### src/hw/rv_pkg.sv
// RV32I core shared types
`default_nettype none

package rv_pkg;

    localparam int xlen = 32;

    // major opcodes handled by the core
    typedef enum logic [6:0] {
        OP     = 7'b0110011,
        OP_IMM = 7'b0010011,
        LOAD   = 7'b0000011,
        STORE  = 7'b0100011,
        BRANCH = 7'b1100011,
        JAL    = 7'b1101111,
        JALR   = 7'b1100111,
        LUI    = 7'b0110111,
        AUIPC  = 7'b0010111
    } opcode_e;

    typedef enum logic [3:0] {
        ADD, SUB, SLL, SLT, SLTU, XOR, SRL, SRA, OR, AND
    } alu_op_e;

    // branch funct3 encodings
    typedef enum logic [2:0] {
        BEQ  = 3'b000,
        BNE  = 3'b001,
        BLT  = 3'b100,
        BGE  = 3'b101,
        BLTU = 3'b110,
        BGEU = 3'b111
    } branch_e;

    typedef struct packed {
        logic [6:0] funct7;
        logic [4:0] rs2;
        logic [4:0] rs1;
        logic [2:0] funct3;
        logic [4:0] rd;
        logic [6:0] opcode;
    } r_fmt_t;

    typedef struct packed {
        logic [11:0] imm;
        logic [4:0]  rs1;
        logic [2:0]  funct3;
        logic [4:0]  rd;
        logic [6:0]  opcode;
    } i_fmt_t;

    typedef struct packed {
        logic [6:0] imm_11_5;
        logic [4:0] rs2;
        logic [4:0] rs1;
        logic [2:0] funct3;
        logic [4:0] imm_4_0;
        logic [6:0] opcode;
    } s_fmt_t;

    typedef struct packed {
        logic       imm_12;
        logic [5:0] imm_10_5;
        logic [4:0] rs2;
        logic [4:0] rs1;
        logic [2:0] funct3;
        logic [3:0] imm_4_1;
        logic       imm_11;
        logic [6:0] opcode;
    } b_fmt_t;

    typedef struct packed {
        logic [19:0] imm_31_12;
        logic [4:0]  rd;
        logic [6:0]  opcode;
    } u_fmt_t;

    typedef struct packed {
        logic       imm_20;
        logic [9:0] imm_10_1;
        logic       imm_11;
        logic [7:0] imm_19_12;
        logic [4:0] rd;
        logic [6:0] opcode;
    } j_fmt_t;

    // one instruction word, six views
    typedef union packed {
        r_fmt_t r_fmt;
        i_fmt_t i_fmt;
        s_fmt_t s_fmt;
        b_fmt_t b_fmt;
        u_fmt_t u_fmt;
        j_fmt_t j_fmt;
    } inst_u;

    typedef struct packed {
        alu_op_e    alu_op;
        logic       use_pc_a;    // operand a = pc
        logic       zero_a;      // operand a = 0, for lui
        logic       use_imm_b;   // operand b = imm
        logic       is_branch;
        logic       is_jal;
        logic       is_jalr;
        logic       is_load;
        logic       is_store;
        logic [2:0] mem_funct3;  // size and sign, branch condition too
        logic       link;        // rd gets pc+4
        logic       rd_we;
        logic [4:0] rd;
    } ctrl_t;

    // wishbone classic master side
    typedef struct packed {
        logic        cyc;
        logic        stb;
        logic        we;
        logic [31:0] adr;
        logic [3:0]  sel;
        logic [31:0] dat;
    } wb_req_t;

    typedef struct packed {
        logic        ack;
        logic [31:0] dat;
    } wb_rsp_t;

endpackage

`default_nettype wire

### src/hw/fetch_unit.sv
// instruction fetch and program counter
`default_nettype none

module fetch_unit #(
    parameter logic [rv_pkg::xlen-1:0] reset_pc = 32'h0000_0000
) (
    input  logic                    clk,
    input  logic                    reset,
    input  logic                    retire,
    input  logic [rv_pkg::xlen-1:0] next_pc,
    output rv_pkg::wb_req_t         ibus_req,
    input  rv_pkg::wb_rsp_t         ibus_rsp,
    output logic [rv_pkg::xlen-1:0] pc,
    output rv_pkg::inst_u           inst,
    output logic                    inst_valid
);

    typedef enum logic [1:0] {
        REQUEST,   // first fetch after reset
        WAIT_ACK,  // bus cycle open
        EXECUTE    // word held until retire
    } state_t;

    state_t state;
    logic   ack_seen;

    assign ack_seen = (state == WAIT_ACK) && ibus_rsp.ack;

    always_ff @(posedge clk) begin
        if (reset) begin
            state      <= REQUEST;
            pc         <= reset_pc;
            inst_valid <= 1'b0;
        end else begin
            inst_valid <= 1'b0;
            case (state)
                REQUEST: state <= WAIT_ACK;
                WAIT_ACK: begin
                    if (ibus_rsp.ack) begin
                        state      <= EXECUTE;
                        inst_valid <= 1'b1;  // one cycle after the ack edge
                    end
                end
                EXECUTE: begin
                    if (retire) begin
                        // next request goes out right away
                        state <= WAIT_ACK;
                        pc    <= next_pc;
                    end
                end
                default: state <= REQUEST;
            endcase
        end
    end

    // instruction register
    always_ff @(posedge clk) begin
        if (ack_seen) begin
            inst <= ibus_rsp.dat;
        end
    end

    always_comb begin
        ibus_req     = '0;
        ibus_req.cyc = (state == WAIT_ACK);
        ibus_req.stb = (state == WAIT_ACK);
        ibus_req.we  = 1'b0;
        ibus_req.adr = pc;
        ibus_req.sel = 4'b1111;  // always a full word
    end

endmodule

`default_nettype wire

### src/hw/decode_unit.sv
// instruction decoder
`default_nettype none

module decode_unit (
    input  rv_pkg::inst_u           inst,
    output rv_pkg::ctrl_t           ctrl,
    output logic [rv_pkg::xlen-1:0] imm,
    output logic [4:0]              rs1,
    output logic [4:0]              rs2
);
    import rv_pkg::*;

    // funct3 to alu op, alt picks sub or sra
    function automatic alu_op_e alu_sel(input logic [2:0] funct3, input logic alt);
        case (funct3)
            3'b000:  return alt ? SUB : ADD;
            3'b001:  return SLL;
            3'b010:  return SLT;
            3'b011:  return SLTU;
            3'b100:  return XOR;
            3'b101:  return alt ? SRA : SRL;
            3'b110:  return OR;
            default: return AND;
        endcase
    endfunction

    assign rs1 = inst.r_fmt.rs1;
    assign rs2 = inst.r_fmt.rs2;

    always_comb begin
        ctrl            = '0;
        ctrl.alu_op     = ADD;
        ctrl.rd         = inst.r_fmt.rd;
        ctrl.mem_funct3 = inst.r_fmt.funct3;
        imm             = '0;

        case (inst.r_fmt.opcode)
            OP: begin
                ctrl.alu_op = alu_sel(inst.r_fmt.funct3, inst.r_fmt.funct7[5]);
                ctrl.rd_we  = 1'b1;
            end
            OP_IMM: begin
                imm            = {{20{inst.i_fmt.imm[11]}}, inst.i_fmt.imm};
                // addi has no sub form, only srai looks at bit 30
                ctrl.alu_op    = alu_sel(inst.i_fmt.funct3,
                                         inst.i_fmt.funct3 == 3'b101 && inst.i_fmt.imm[10]);
                ctrl.use_imm_b = 1'b1;
                ctrl.rd_we     = 1'b1;
            end
            LOAD: begin
                imm            = {{20{inst.i_fmt.imm[11]}}, inst.i_fmt.imm};
                ctrl.use_imm_b = 1'b1;
                ctrl.is_load   = 1'b1;
                ctrl.rd_we     = 1'b1;
            end
            STORE: begin
                imm            = {{20{inst.s_fmt.imm_11_5[6]}}, inst.s_fmt.imm_11_5,
                                  inst.s_fmt.imm_4_0};
                ctrl.use_imm_b = 1'b1;
                ctrl.is_store  = 1'b1;
            end
            BRANCH: begin
                imm            = {{20{inst.b_fmt.imm_12}}, inst.b_fmt.imm_11,
                                  inst.b_fmt.imm_10_5, inst.b_fmt.imm_4_1, 1'b0};
                ctrl.is_branch = 1'b1;
            end
            JAL: begin
                imm          = {{12{inst.j_fmt.imm_20}}, inst.j_fmt.imm_19_12,
                                inst.j_fmt.imm_11, inst.j_fmt.imm_10_1, 1'b0};
                ctrl.is_jal  = 1'b1;
                ctrl.link    = 1'b1;
                ctrl.rd_we   = 1'b1;
            end
            JALR: begin
                imm            = {{20{inst.i_fmt.imm[11]}}, inst.i_fmt.imm};
                ctrl.use_imm_b = 1'b1;  // target = rs1 + imm
                ctrl.is_jalr   = 1'b1;
                ctrl.link      = 1'b1;
                ctrl.rd_we     = 1'b1;
            end
            LUI: begin
                imm            = {inst.u_fmt.imm_31_12, 12'h000};
                ctrl.zero_a    = 1'b1;
                ctrl.use_imm_b = 1'b1;
                ctrl.rd_we     = 1'b1;
            end
            AUIPC: begin
                imm            = {inst.u_fmt.imm_31_12, 12'h000};
                ctrl.use_pc_a  = 1'b1;
                ctrl.use_imm_b = 1'b1;
                ctrl.rd_we     = 1'b1;
            end
            default: ;  // unknown opcode, retires as a no-op
        endcase
    end

endmodule

`default_nettype wire

### src/hw/reg_file.sv
// general register file
`default_nettype none

module reg_file (
    input  logic                    clk,
    input  logic                    reset,
    input  logic [4:0]              rs1,
    input  logic [4:0]              rs2,
    output logic [rv_pkg::xlen-1:0] rs1_data,
    output logic [rv_pkg::xlen-1:0] rs2_data,
    input  logic [4:0]              rd,
    input  logic                    rd_we,
    input  logic [rv_pkg::xlen-1:0] rd_wdata
);
    import rv_pkg::*;

    logic [xlen-1:0] regs [32];

    always_ff @(posedge clk) begin
        if (reset) begin
            for (int i = 0; i < 32; i++) begin
                regs[i] <= '0;
            end
        end else if (rd_we && rd != 5'd0) begin  // x0 never written
            regs[rd] <= rd_wdata;
        end
    end

    // asynchronous read
    assign rs1_data = regs[rs1];
    assign rs2_data = regs[rs2];

endmodule

`default_nettype wire

### src/hw/execute_unit.sv
// ALU, branch compare and next pc
`default_nettype none

module execute_unit (
    input  rv_pkg::ctrl_t           ctrl,
    input  logic [rv_pkg::xlen-1:0] pc,
    input  logic [rv_pkg::xlen-1:0] imm,
    input  logic [rv_pkg::xlen-1:0] rs1_data,
    input  logic [rv_pkg::xlen-1:0] rs2_data,
    output logic [rv_pkg::xlen-1:0] alu_result,
    output logic [rv_pkg::xlen-1:0] link_pc,
    output logic [rv_pkg::xlen-1:0] next_pc
);
    import rv_pkg::*;

    logic [xlen-1:0] op_a;
    logic [xlen-1:0] op_b;
    logic [4:0]      shamt;
    logic            taken;

    // operand select
    always_comb begin
        if (ctrl.zero_a) begin
            op_a = '0;
        end else if (ctrl.use_pc_a) begin
            op_a = pc;
        end else begin
            op_a = rs1_data;
        end
        op_b = ctrl.use_imm_b ? imm : rs2_data;
    end

    assign shamt = op_b[4:0];

    always_comb begin
        case (ctrl.alu_op)
            ADD:     alu_result = op_a + op_b;
            SUB:     alu_result = op_a - op_b;
            SLL:     alu_result = op_a << shamt;
            SLT:     alu_result = {31'd0, $signed(op_a) < $signed(op_b)};
            SLTU:    alu_result = {31'd0, op_a < op_b};
            XOR:     alu_result = op_a ^ op_b;
            SRL:     alu_result = op_a >> shamt;
            SRA:     alu_result = $unsigned($signed(op_a) >>> shamt);
            OR:      alu_result = op_a | op_b;
            AND:     alu_result = op_a & op_b;
            default: alu_result = op_a + op_b;
        endcase
    end

    // branch compare always on the two registers
    always_comb begin
        case (branch_e'(ctrl.mem_funct3))
            BEQ:     taken = (rs1_data == rs2_data);
            BNE:     taken = (rs1_data != rs2_data);
            BLT:     taken = ($signed(rs1_data) < $signed(rs2_data));
            BGE:     taken = ($signed(rs1_data) >= $signed(rs2_data));
            BLTU:    taken = (rs1_data < rs2_data);
            BGEU:    taken = (rs1_data >= rs2_data);
            default: taken = 1'b0;
        endcase
    end

    assign link_pc = pc + 32'd4;

    always_comb begin
        if (ctrl.is_jal || (ctrl.is_branch && taken)) begin
            next_pc = pc + imm;
        end else if (ctrl.is_jalr) begin
            next_pc = {alu_result[xlen-1:1], 1'b0};
        end else begin
            next_pc = link_pc;
        end
    end

endmodule

`default_nettype wire

### src/hw/load_store_unit.sv
// data bus master and write-back select
`default_nettype none

module load_store_unit (
    input  logic                    clk,
    input  logic                    reset,
    input  rv_pkg::ctrl_t           ctrl,
    input  logic                    inst_valid,
    input  logic [rv_pkg::xlen-1:0] alu_result,
    input  logic [rv_pkg::xlen-1:0] link_pc,
    input  logic [rv_pkg::xlen-1:0] rs2_data,
    output rv_pkg::wb_req_t         dbus_req,
    input  rv_pkg::wb_rsp_t         dbus_rsp,
    output logic                    rd_we,
    output logic [rv_pkg::xlen-1:0] rd_wdata,
    output logic                    retire
);

    typedef enum logic {
        IDLE,
        BUSY
    } state_t;

    state_t      state;
    logic        is_mem;
    logic [1:0]  offset;     // byte within the word
    logic [31:0] lane_data;  // load word shifted down to bit 0
    logic [31:0] load_data;

    assign is_mem = ctrl.is_load || ctrl.is_store;
    assign offset = alu_result[1:0];

    always_ff @(posedge clk) begin
        if (reset) begin
            state <= IDLE;
        end else begin
            case (state)
                IDLE:    if (inst_valid && is_mem) state <= BUSY;
                BUSY:    if (dbus_rsp.ack) state <= IDLE;
                default: state <= IDLE;
            endcase
        end
    end

    always_comb begin
        dbus_req     = '0;
        dbus_req.cyc = (state == BUSY);
        dbus_req.stb = (state == BUSY);
        dbus_req.we  = ctrl.is_store;
        dbus_req.adr = {alu_result[31:2], 2'b00};
        case (ctrl.mem_funct3[1:0])
            2'b00: begin
                dbus_req.sel = 4'b0001 << offset;
                dbus_req.dat = {4{rs2_data[7:0]}};
            end
            2'b01: begin
                dbus_req.sel = 4'b0011 << {offset[1], 1'b0};
                dbus_req.dat = {2{rs2_data[15:0]}};
            end
            default: begin
                dbus_req.sel = 4'b1111;
                dbus_req.dat = rs2_data;
            end
        endcase
    end

    // load data comes straight off the bus on the ack cycle
    assign lane_data = dbus_rsp.dat >> {offset, 3'b000};

    always_comb begin
        case (ctrl.mem_funct3)
            3'b000:  load_data = {{24{lane_data[7]}}, lane_data[7:0]};    // lb
            3'b100:  load_data = {24'd0, lane_data[7:0]};                 // lbu
            3'b001:  load_data = {{16{lane_data[15]}}, lane_data[15:0]};  // lh
            3'b101:  load_data = {16'd0, lane_data[15:0]};                // lhu
            default: load_data = dbus_rsp.dat;
        endcase
    end

    // non-memory ops finish with inst_valid, memory ops on ack
    assign retire = (inst_valid && !is_mem) || (state == BUSY && dbus_rsp.ack);
    assign rd_we  = retire && ctrl.rd_we;

    always_comb begin
        if (ctrl.is_load) begin
            rd_wdata = load_data;
        end else if (ctrl.link) begin
            rd_wdata = link_pc;
        end else begin
            rd_wdata = alu_result;
        end
    end

endmodule

`default_nettype wire

### src/hw/rv_core.sv
// RV32I multicycle core top
`default_nettype none

module rv_core #(
    parameter logic [rv_pkg::xlen-1:0] reset_pc = 32'h0000_0000
) (
    input  logic            clk,
    input  logic            reset,
    output rv_pkg::wb_req_t ibus_req,
    input  rv_pkg::wb_rsp_t ibus_rsp,
    output rv_pkg::wb_req_t dbus_req,
    input  rv_pkg::wb_rsp_t dbus_rsp
);
    import rv_pkg::*;

    inst_u           inst;
    logic [xlen-1:0] pc;
    logic            inst_valid;
    ctrl_t           ctrl;
    logic [xlen-1:0] imm;
    logic [4:0]      rs1;
    logic [4:0]      rs2;
    logic [xlen-1:0] rs1_data;
    logic [xlen-1:0] rs2_data;
    logic [xlen-1:0] alu_result;
    logic [xlen-1:0] next_pc;
    logic [xlen-1:0] link_pc;
    logic [xlen-1:0] rd_wdata;
    logic            rd_we;
    logic            retire;  // end of current instruction

    fetch_unit #(.reset_pc(reset_pc)) u_fetch (
        .clk        (clk),
        .reset      (reset),
        .retire     (retire),
        .next_pc    (next_pc),
        .ibus_req   (ibus_req),
        .ibus_rsp   (ibus_rsp),
        .pc         (pc),
        .inst       (inst),
        .inst_valid (inst_valid)
    );

    decode_unit u_decode (
        .inst (inst),
        .ctrl (ctrl),
        .imm  (imm),
        .rs1  (rs1),
        .rs2  (rs2)
    );

    reg_file u_regs (
        .clk      (clk),
        .reset    (reset),
        .rs1      (rs1),
        .rs2      (rs2),
        .rs1_data (rs1_data),
        .rs2_data (rs2_data),
        .rd       (ctrl.rd),
        .rd_we    (rd_we),
        .rd_wdata (rd_wdata)
    );

    execute_unit u_execute (
        .ctrl       (ctrl),
        .pc         (pc),
        .imm        (imm),
        .rs1_data   (rs1_data),
        .rs2_data   (rs2_data),
        .alu_result (alu_result),
        .link_pc    (link_pc),
        .next_pc    (next_pc)
    );

    load_store_unit u_lsu (
        .clk        (clk),
        .reset      (reset),
        .ctrl       (ctrl),
        .inst_valid (inst_valid),
        .alu_result (alu_result),
        .link_pc    (link_pc),
        .rs2_data   (rs2_data),
        .dbus_req   (dbus_req),
        .dbus_rsp   (dbus_rsp),
        .rd_we      (rd_we),
        .rd_wdata   (rd_wdata),
        .retire     (retire)
    );

endmodule

`default_nettype wire

### config.mk
export PLATFORM = sky130hd
export DESIGN_NAME = rv_core
export DESIGN_NICKNAME = d
export VERILOG_FILES = /design/src/hw/rv_pkg.sv /design/src/hw/fetch_unit.sv /design/src/hw/decode_unit.sv /design/src/hw/reg_file.sv /design/src/hw/execute_unit.sv /design/src/hw/load_store_unit.sv /design/src/hw/rv_core.sv
export SDC_FILE = /design/constraint.sdc
export NUM_CORES = 2
export LEC_CHECK = 0
export BUFFER_PORTS_ARGS = -buffer_cell sky130_fd_sc_hd__buf_4
export CORE_MARGIN = 8
export CORE_UTILIZATION = 45
export CTS_CLUSTER_DIAMETER = 120
export DETAILED_ROUTE_END_ITERATION = 16
export PLACE_DENSITY_LB_ADDON = 0.25
export SLEW_MARGIN = 20
export SYNTH_ARGS = -nofsm -noshare
export SYNTH_HDL_FRONTEND = slang
export SYNTH_SLANG_ARGS = --single-unit
### constraint.sdc
create_clock -name clk -period 9.37 [get_ports clk]
set_clock_uncertainty 0.1 [all_clocks]
set_input_delay 0.4685 -clock clk [delete_from_list [all_inputs] [get_ports clk]]
set_output_delay 0.4685 -clock clk [all_outputs]
set_load 0.05 [all_outputs]
==> flow_summary.yaml <==
run_status:
  status: "complete, no violations"
worst_setup_path:
  max_stage_delay_ps: 940
  worstPathArrival_ps: 9350
  cp_top_family: "simple AND/OR/NAND/NOR gates"
  crit_required_ps: 9890
  end_kind: "flop"
  worstSetupPathType: "reg2reg"
  crit_path_frequent_cell: "buf_4"
  cp_slowest_cell: "mux2i_2"
  start_kind: "flop"
  cp_num_buf_inv: 3
  path_cells: "buf_4, buf_4, mux4_2, mux4_2, mux2i_2, ha_1, nand4_1, nor4_1, nand2_1, nor3_1, a21oi_1, o2111ai_1, nor2_1, nor2_2, buf_4, a221oi_1, a221oi_1"
  crit_fanout: 45
global_route:
  antenna_found_initial: 16
  globalRouteTotalUtil_pct: 39.1
  grt_first_pass_wirelength_um: 482000
  grt_pass1_vias: 60289
  overflow: 0
  grt_max_degree: 88
synthesis:
  synthCells: 6592
  async_flop_share_pct: 0
  synth_warnings: 0
  syn_area_sq_um: 71600
  synth_top_area_share_pct: 44.3
  syn_avg_cell_area_sq_um: 10.9
  synth-main-ff-cell: "edfxtp_1"
  synthTopCellsByArea: "edfxtp_1, mux4_2, mux2i_1"
  ys_ff_latch: 1102
  synth-edff-count: 1056
  ys_seq_area_share_pct: 45.6
  synth_area_leader_cell: "edfxtp_1"
  ys_types: 108
power:
  p_clk_share_pct: 24.7
  internal_power_mw: 10.7
  power_density_nw_per_um2: 246
  seq_power_share_pct: 29.1
  power_mw: 19.6
  p_leak_nw: 30.2
  comb_power_share_pct: 46.2
  switchingPower_mw: 8.89
  power.share.switching_pct: 45.3
  max-vdd-ir-drop_mv: 0.199
sta:
  setup_viol: 0
  hold_viol: 0
  rsz0062_at_grt: "no"
  finalCriticalPeriod_ps: 8820
  fmax_mhz: 113
  worstMarginPinSlew_ps: 1280
  layout_setup_ws_ps: 546
  period_share_pct: 94.2
  relSlewSlack_pct: 13.8
  tns_ps: 0
  slew_violations: 0
placement:
  dp.cells: 8547
  pre_cts_ws_ps: 982
  gp_congestion: 1.06
  dpl.hpwl_um: 233000
  port_buffers: 170
floorplanning:
  dieArea_sq_um: 172000
  start_util_pct: 45.2
  placementRows: 146
  die_h_um: 415
  core_sq_um: 158000
  chipWidth_um: 415
  ios: 210
clocking:
  clockBufferDepth: 3
  ctsResizeCount: 0
  clk_pin_slew_ps: 60
  cts_num_sinks: 1102
  cts-root-buf: "clkbuf_16"
  cts_buffers: 119
  cts_tree: "built"
  clk_latency_ps: 790
  post_cts_buffers: 0
  htreeDepth: 3
  cts_hold_buf: 34
detailed_routing:
  vias: 62963
  antenna_left: 0
  drc: 0
  routed_wl_um: 353000
  wl_per_cell_um: 40.0
  vias_per_cell: 7.14
  drt_iter0_markers: 10483
  first_pass_iters: 8
hold_path:
  hp-class: "in2reg"
final_layout:
  fin_cells: 8819
  final_nets: 6862
  layout-drive-gt1-share_pct: 18.3
  area_growth_pct: 11.5
job:
  maxCapViolCount: 0
logic make-up (layout without fill, tap and decap cells):
kind of cell	Yosys count	in the layout	share of synthesized area (%)
simple gates	1868	1868	11.9
compound gates	1654	1654	14.9
flops	1102	1102	45.6
mux	889	889	17.9
buf+inv	838	911	5.85
fa+ha+maj	164	164	2.90
xor+xnor	75	75	0.918
other cells	2	84	0.0105
sequential cells by signal, indices dropped and copies added (netlist names), named ones only:
register / count
u_regs.regs: 1024
u_lsu.state: 1
u_fetch.state: 2
u_fetch.inst: 32
u_fetch.pc: 32
u_fetch.inst_valid: 1
cells in the final DEF (no fill, tap or decap), types with 20 or more instances in the layout:
cell type / instances
edfxtp_1: 1056
nor2_1: 859
a21oi_1: 620
mux2i_1: 553
buf_4: 459
mux4_2: 307
nand2_1: 290
a22oi_1: 280
o21ai_0: 197
nand3_1: 191
nor3_1: 179
ha_1: 161
inv_1: 156
clkbuf_16: 120
o211ai_1: 71
conb_1: 71
xnor2_1: 55
a31oi_1: 51
nand2_2: 50
a21o_1: 50
a211oi_1: 41
dfxtp_1: 40
dlygate4sd3_1: 34
and3_1: 31
nor3b_1: 30
clkinv_2: 30
and2_1: 27
mux2_2: 27
a221oi_1: 27
o21a_1: 26
nor4_2: 26
nor2b_1: 25
o22ai_1: 25
buf_12: 25
clkinv_1: 24
xor2_1: 20
area by class of cell:
cell class | count | area (sq um)
Antenna cell | 13 | 32.5
Clock buffer | 143 | 3140
Clock inverter | 82 | 822
Fill cell | 14231 | 78400
Inverter | 167 | 629
Multi-Input combinational cell | 4721 | 35600
Sequential cell | 1102 | 32600
Tap cell | 2072 | 2590
Timing Repair Buffer | 519 | 4290
per-stage QoR:
stage | util (%) | cell area (sq um) | hold slack, ps
6_report | 50.4 | 79800 | 112
5_1_grt | 50.4 | 79800 | 71.5
4_1_cts | 50.4 | 79800 | 57.4
3_5_place_dp | 47.7 | 75500 | 426
3_3_place_gp | 47.7 | 75400 | 429
2_1_floorplan | - | 71800 | 341
cells in the mapped netlist, drive strengths merged, types with 11 or more instances:
| library cell | instances |
|---|---|
| edfxtp | 1056 |
| nor2 | 870 |
| a21oi | 625 |
| mux2i | 554 |
| nand2 | 356 |
| clkbuf | 338 |
| buf | 333 |
| mux4 | 307 |
| a22oi | 281 |
| o21ai | 226 |
| nand3 | 194 |
| nor3 | 184 |
| inv | 166 |
| ha | 161 |
| o211ai | 74 |
| xnor2 | 55 |
| a31oi | 52 |
| a21o | 50 |
| nor4 | 49 |
| dfxtp | 46 |
| a211oi | 42 |
| nor3b | 35 |
| and3 | 32 |
| and2 | 29 |
| mux2 | 28 |
| a221oi | 27 |
| o21a | 27 |
| o22ai | 26 |
| nor2b | 25 |
| o21bai | 20 |
| xor2 | 20 |
| o31ai | 19 |
| or2 | 16 |
| nand2b | 15 |
| or3 | 15 |
| nand4 | 14 |
| a21boi | 13 |
| a22o | 13 |
| a2111oi | 12 |
| o32ai | 12 |
| a211o | 11 |
| o2111ai | 11 |
routing by layer:
| metal | track usage [%] | wire length [um] | vias to the layer above |
|---|---|---|---|
| li1 | - | - | 25043 |
| met1 | 45.8 | 118000 | 31209 |
| met2 | 60.4 | 155000 | 5252 |
| met3 | 10.5 | 42900 | 1453 |
| met4 | 31.5 | 36500 | 6 |
| met5 | 0 | 41 | - |
final timing paths:
| kind | to | start | depth (start not counted) | slack [ps] |
|---|---|---|---|---|
| max | u_fetch.pc[2] | flop | 17 | 550 |
| min | u_regs.regs[0][25] | reset | 1 | 110 |
| max reg2reg | u_fetch.pc[2] | flop | 17 | 550 |
| min reg2reg | flop | u_fetch.inst[23] | 2 | 440 |
power by group through the flow:
stage          Combinational (mW)  Clock, mW  Sequential [mW]
3_3_place_gp                 8.68          0             5.78
3_5_place_dp                 8.68          0             5.80
5_1_grt                      9.21       5.01             5.71
6_report                     9.07       4.84             5.70
2_1_floorplan                5.07          0             5.73
4_1_cts                      8.72       4.83             5.69
Note: power is estimated with default switching activity, not from simulation.
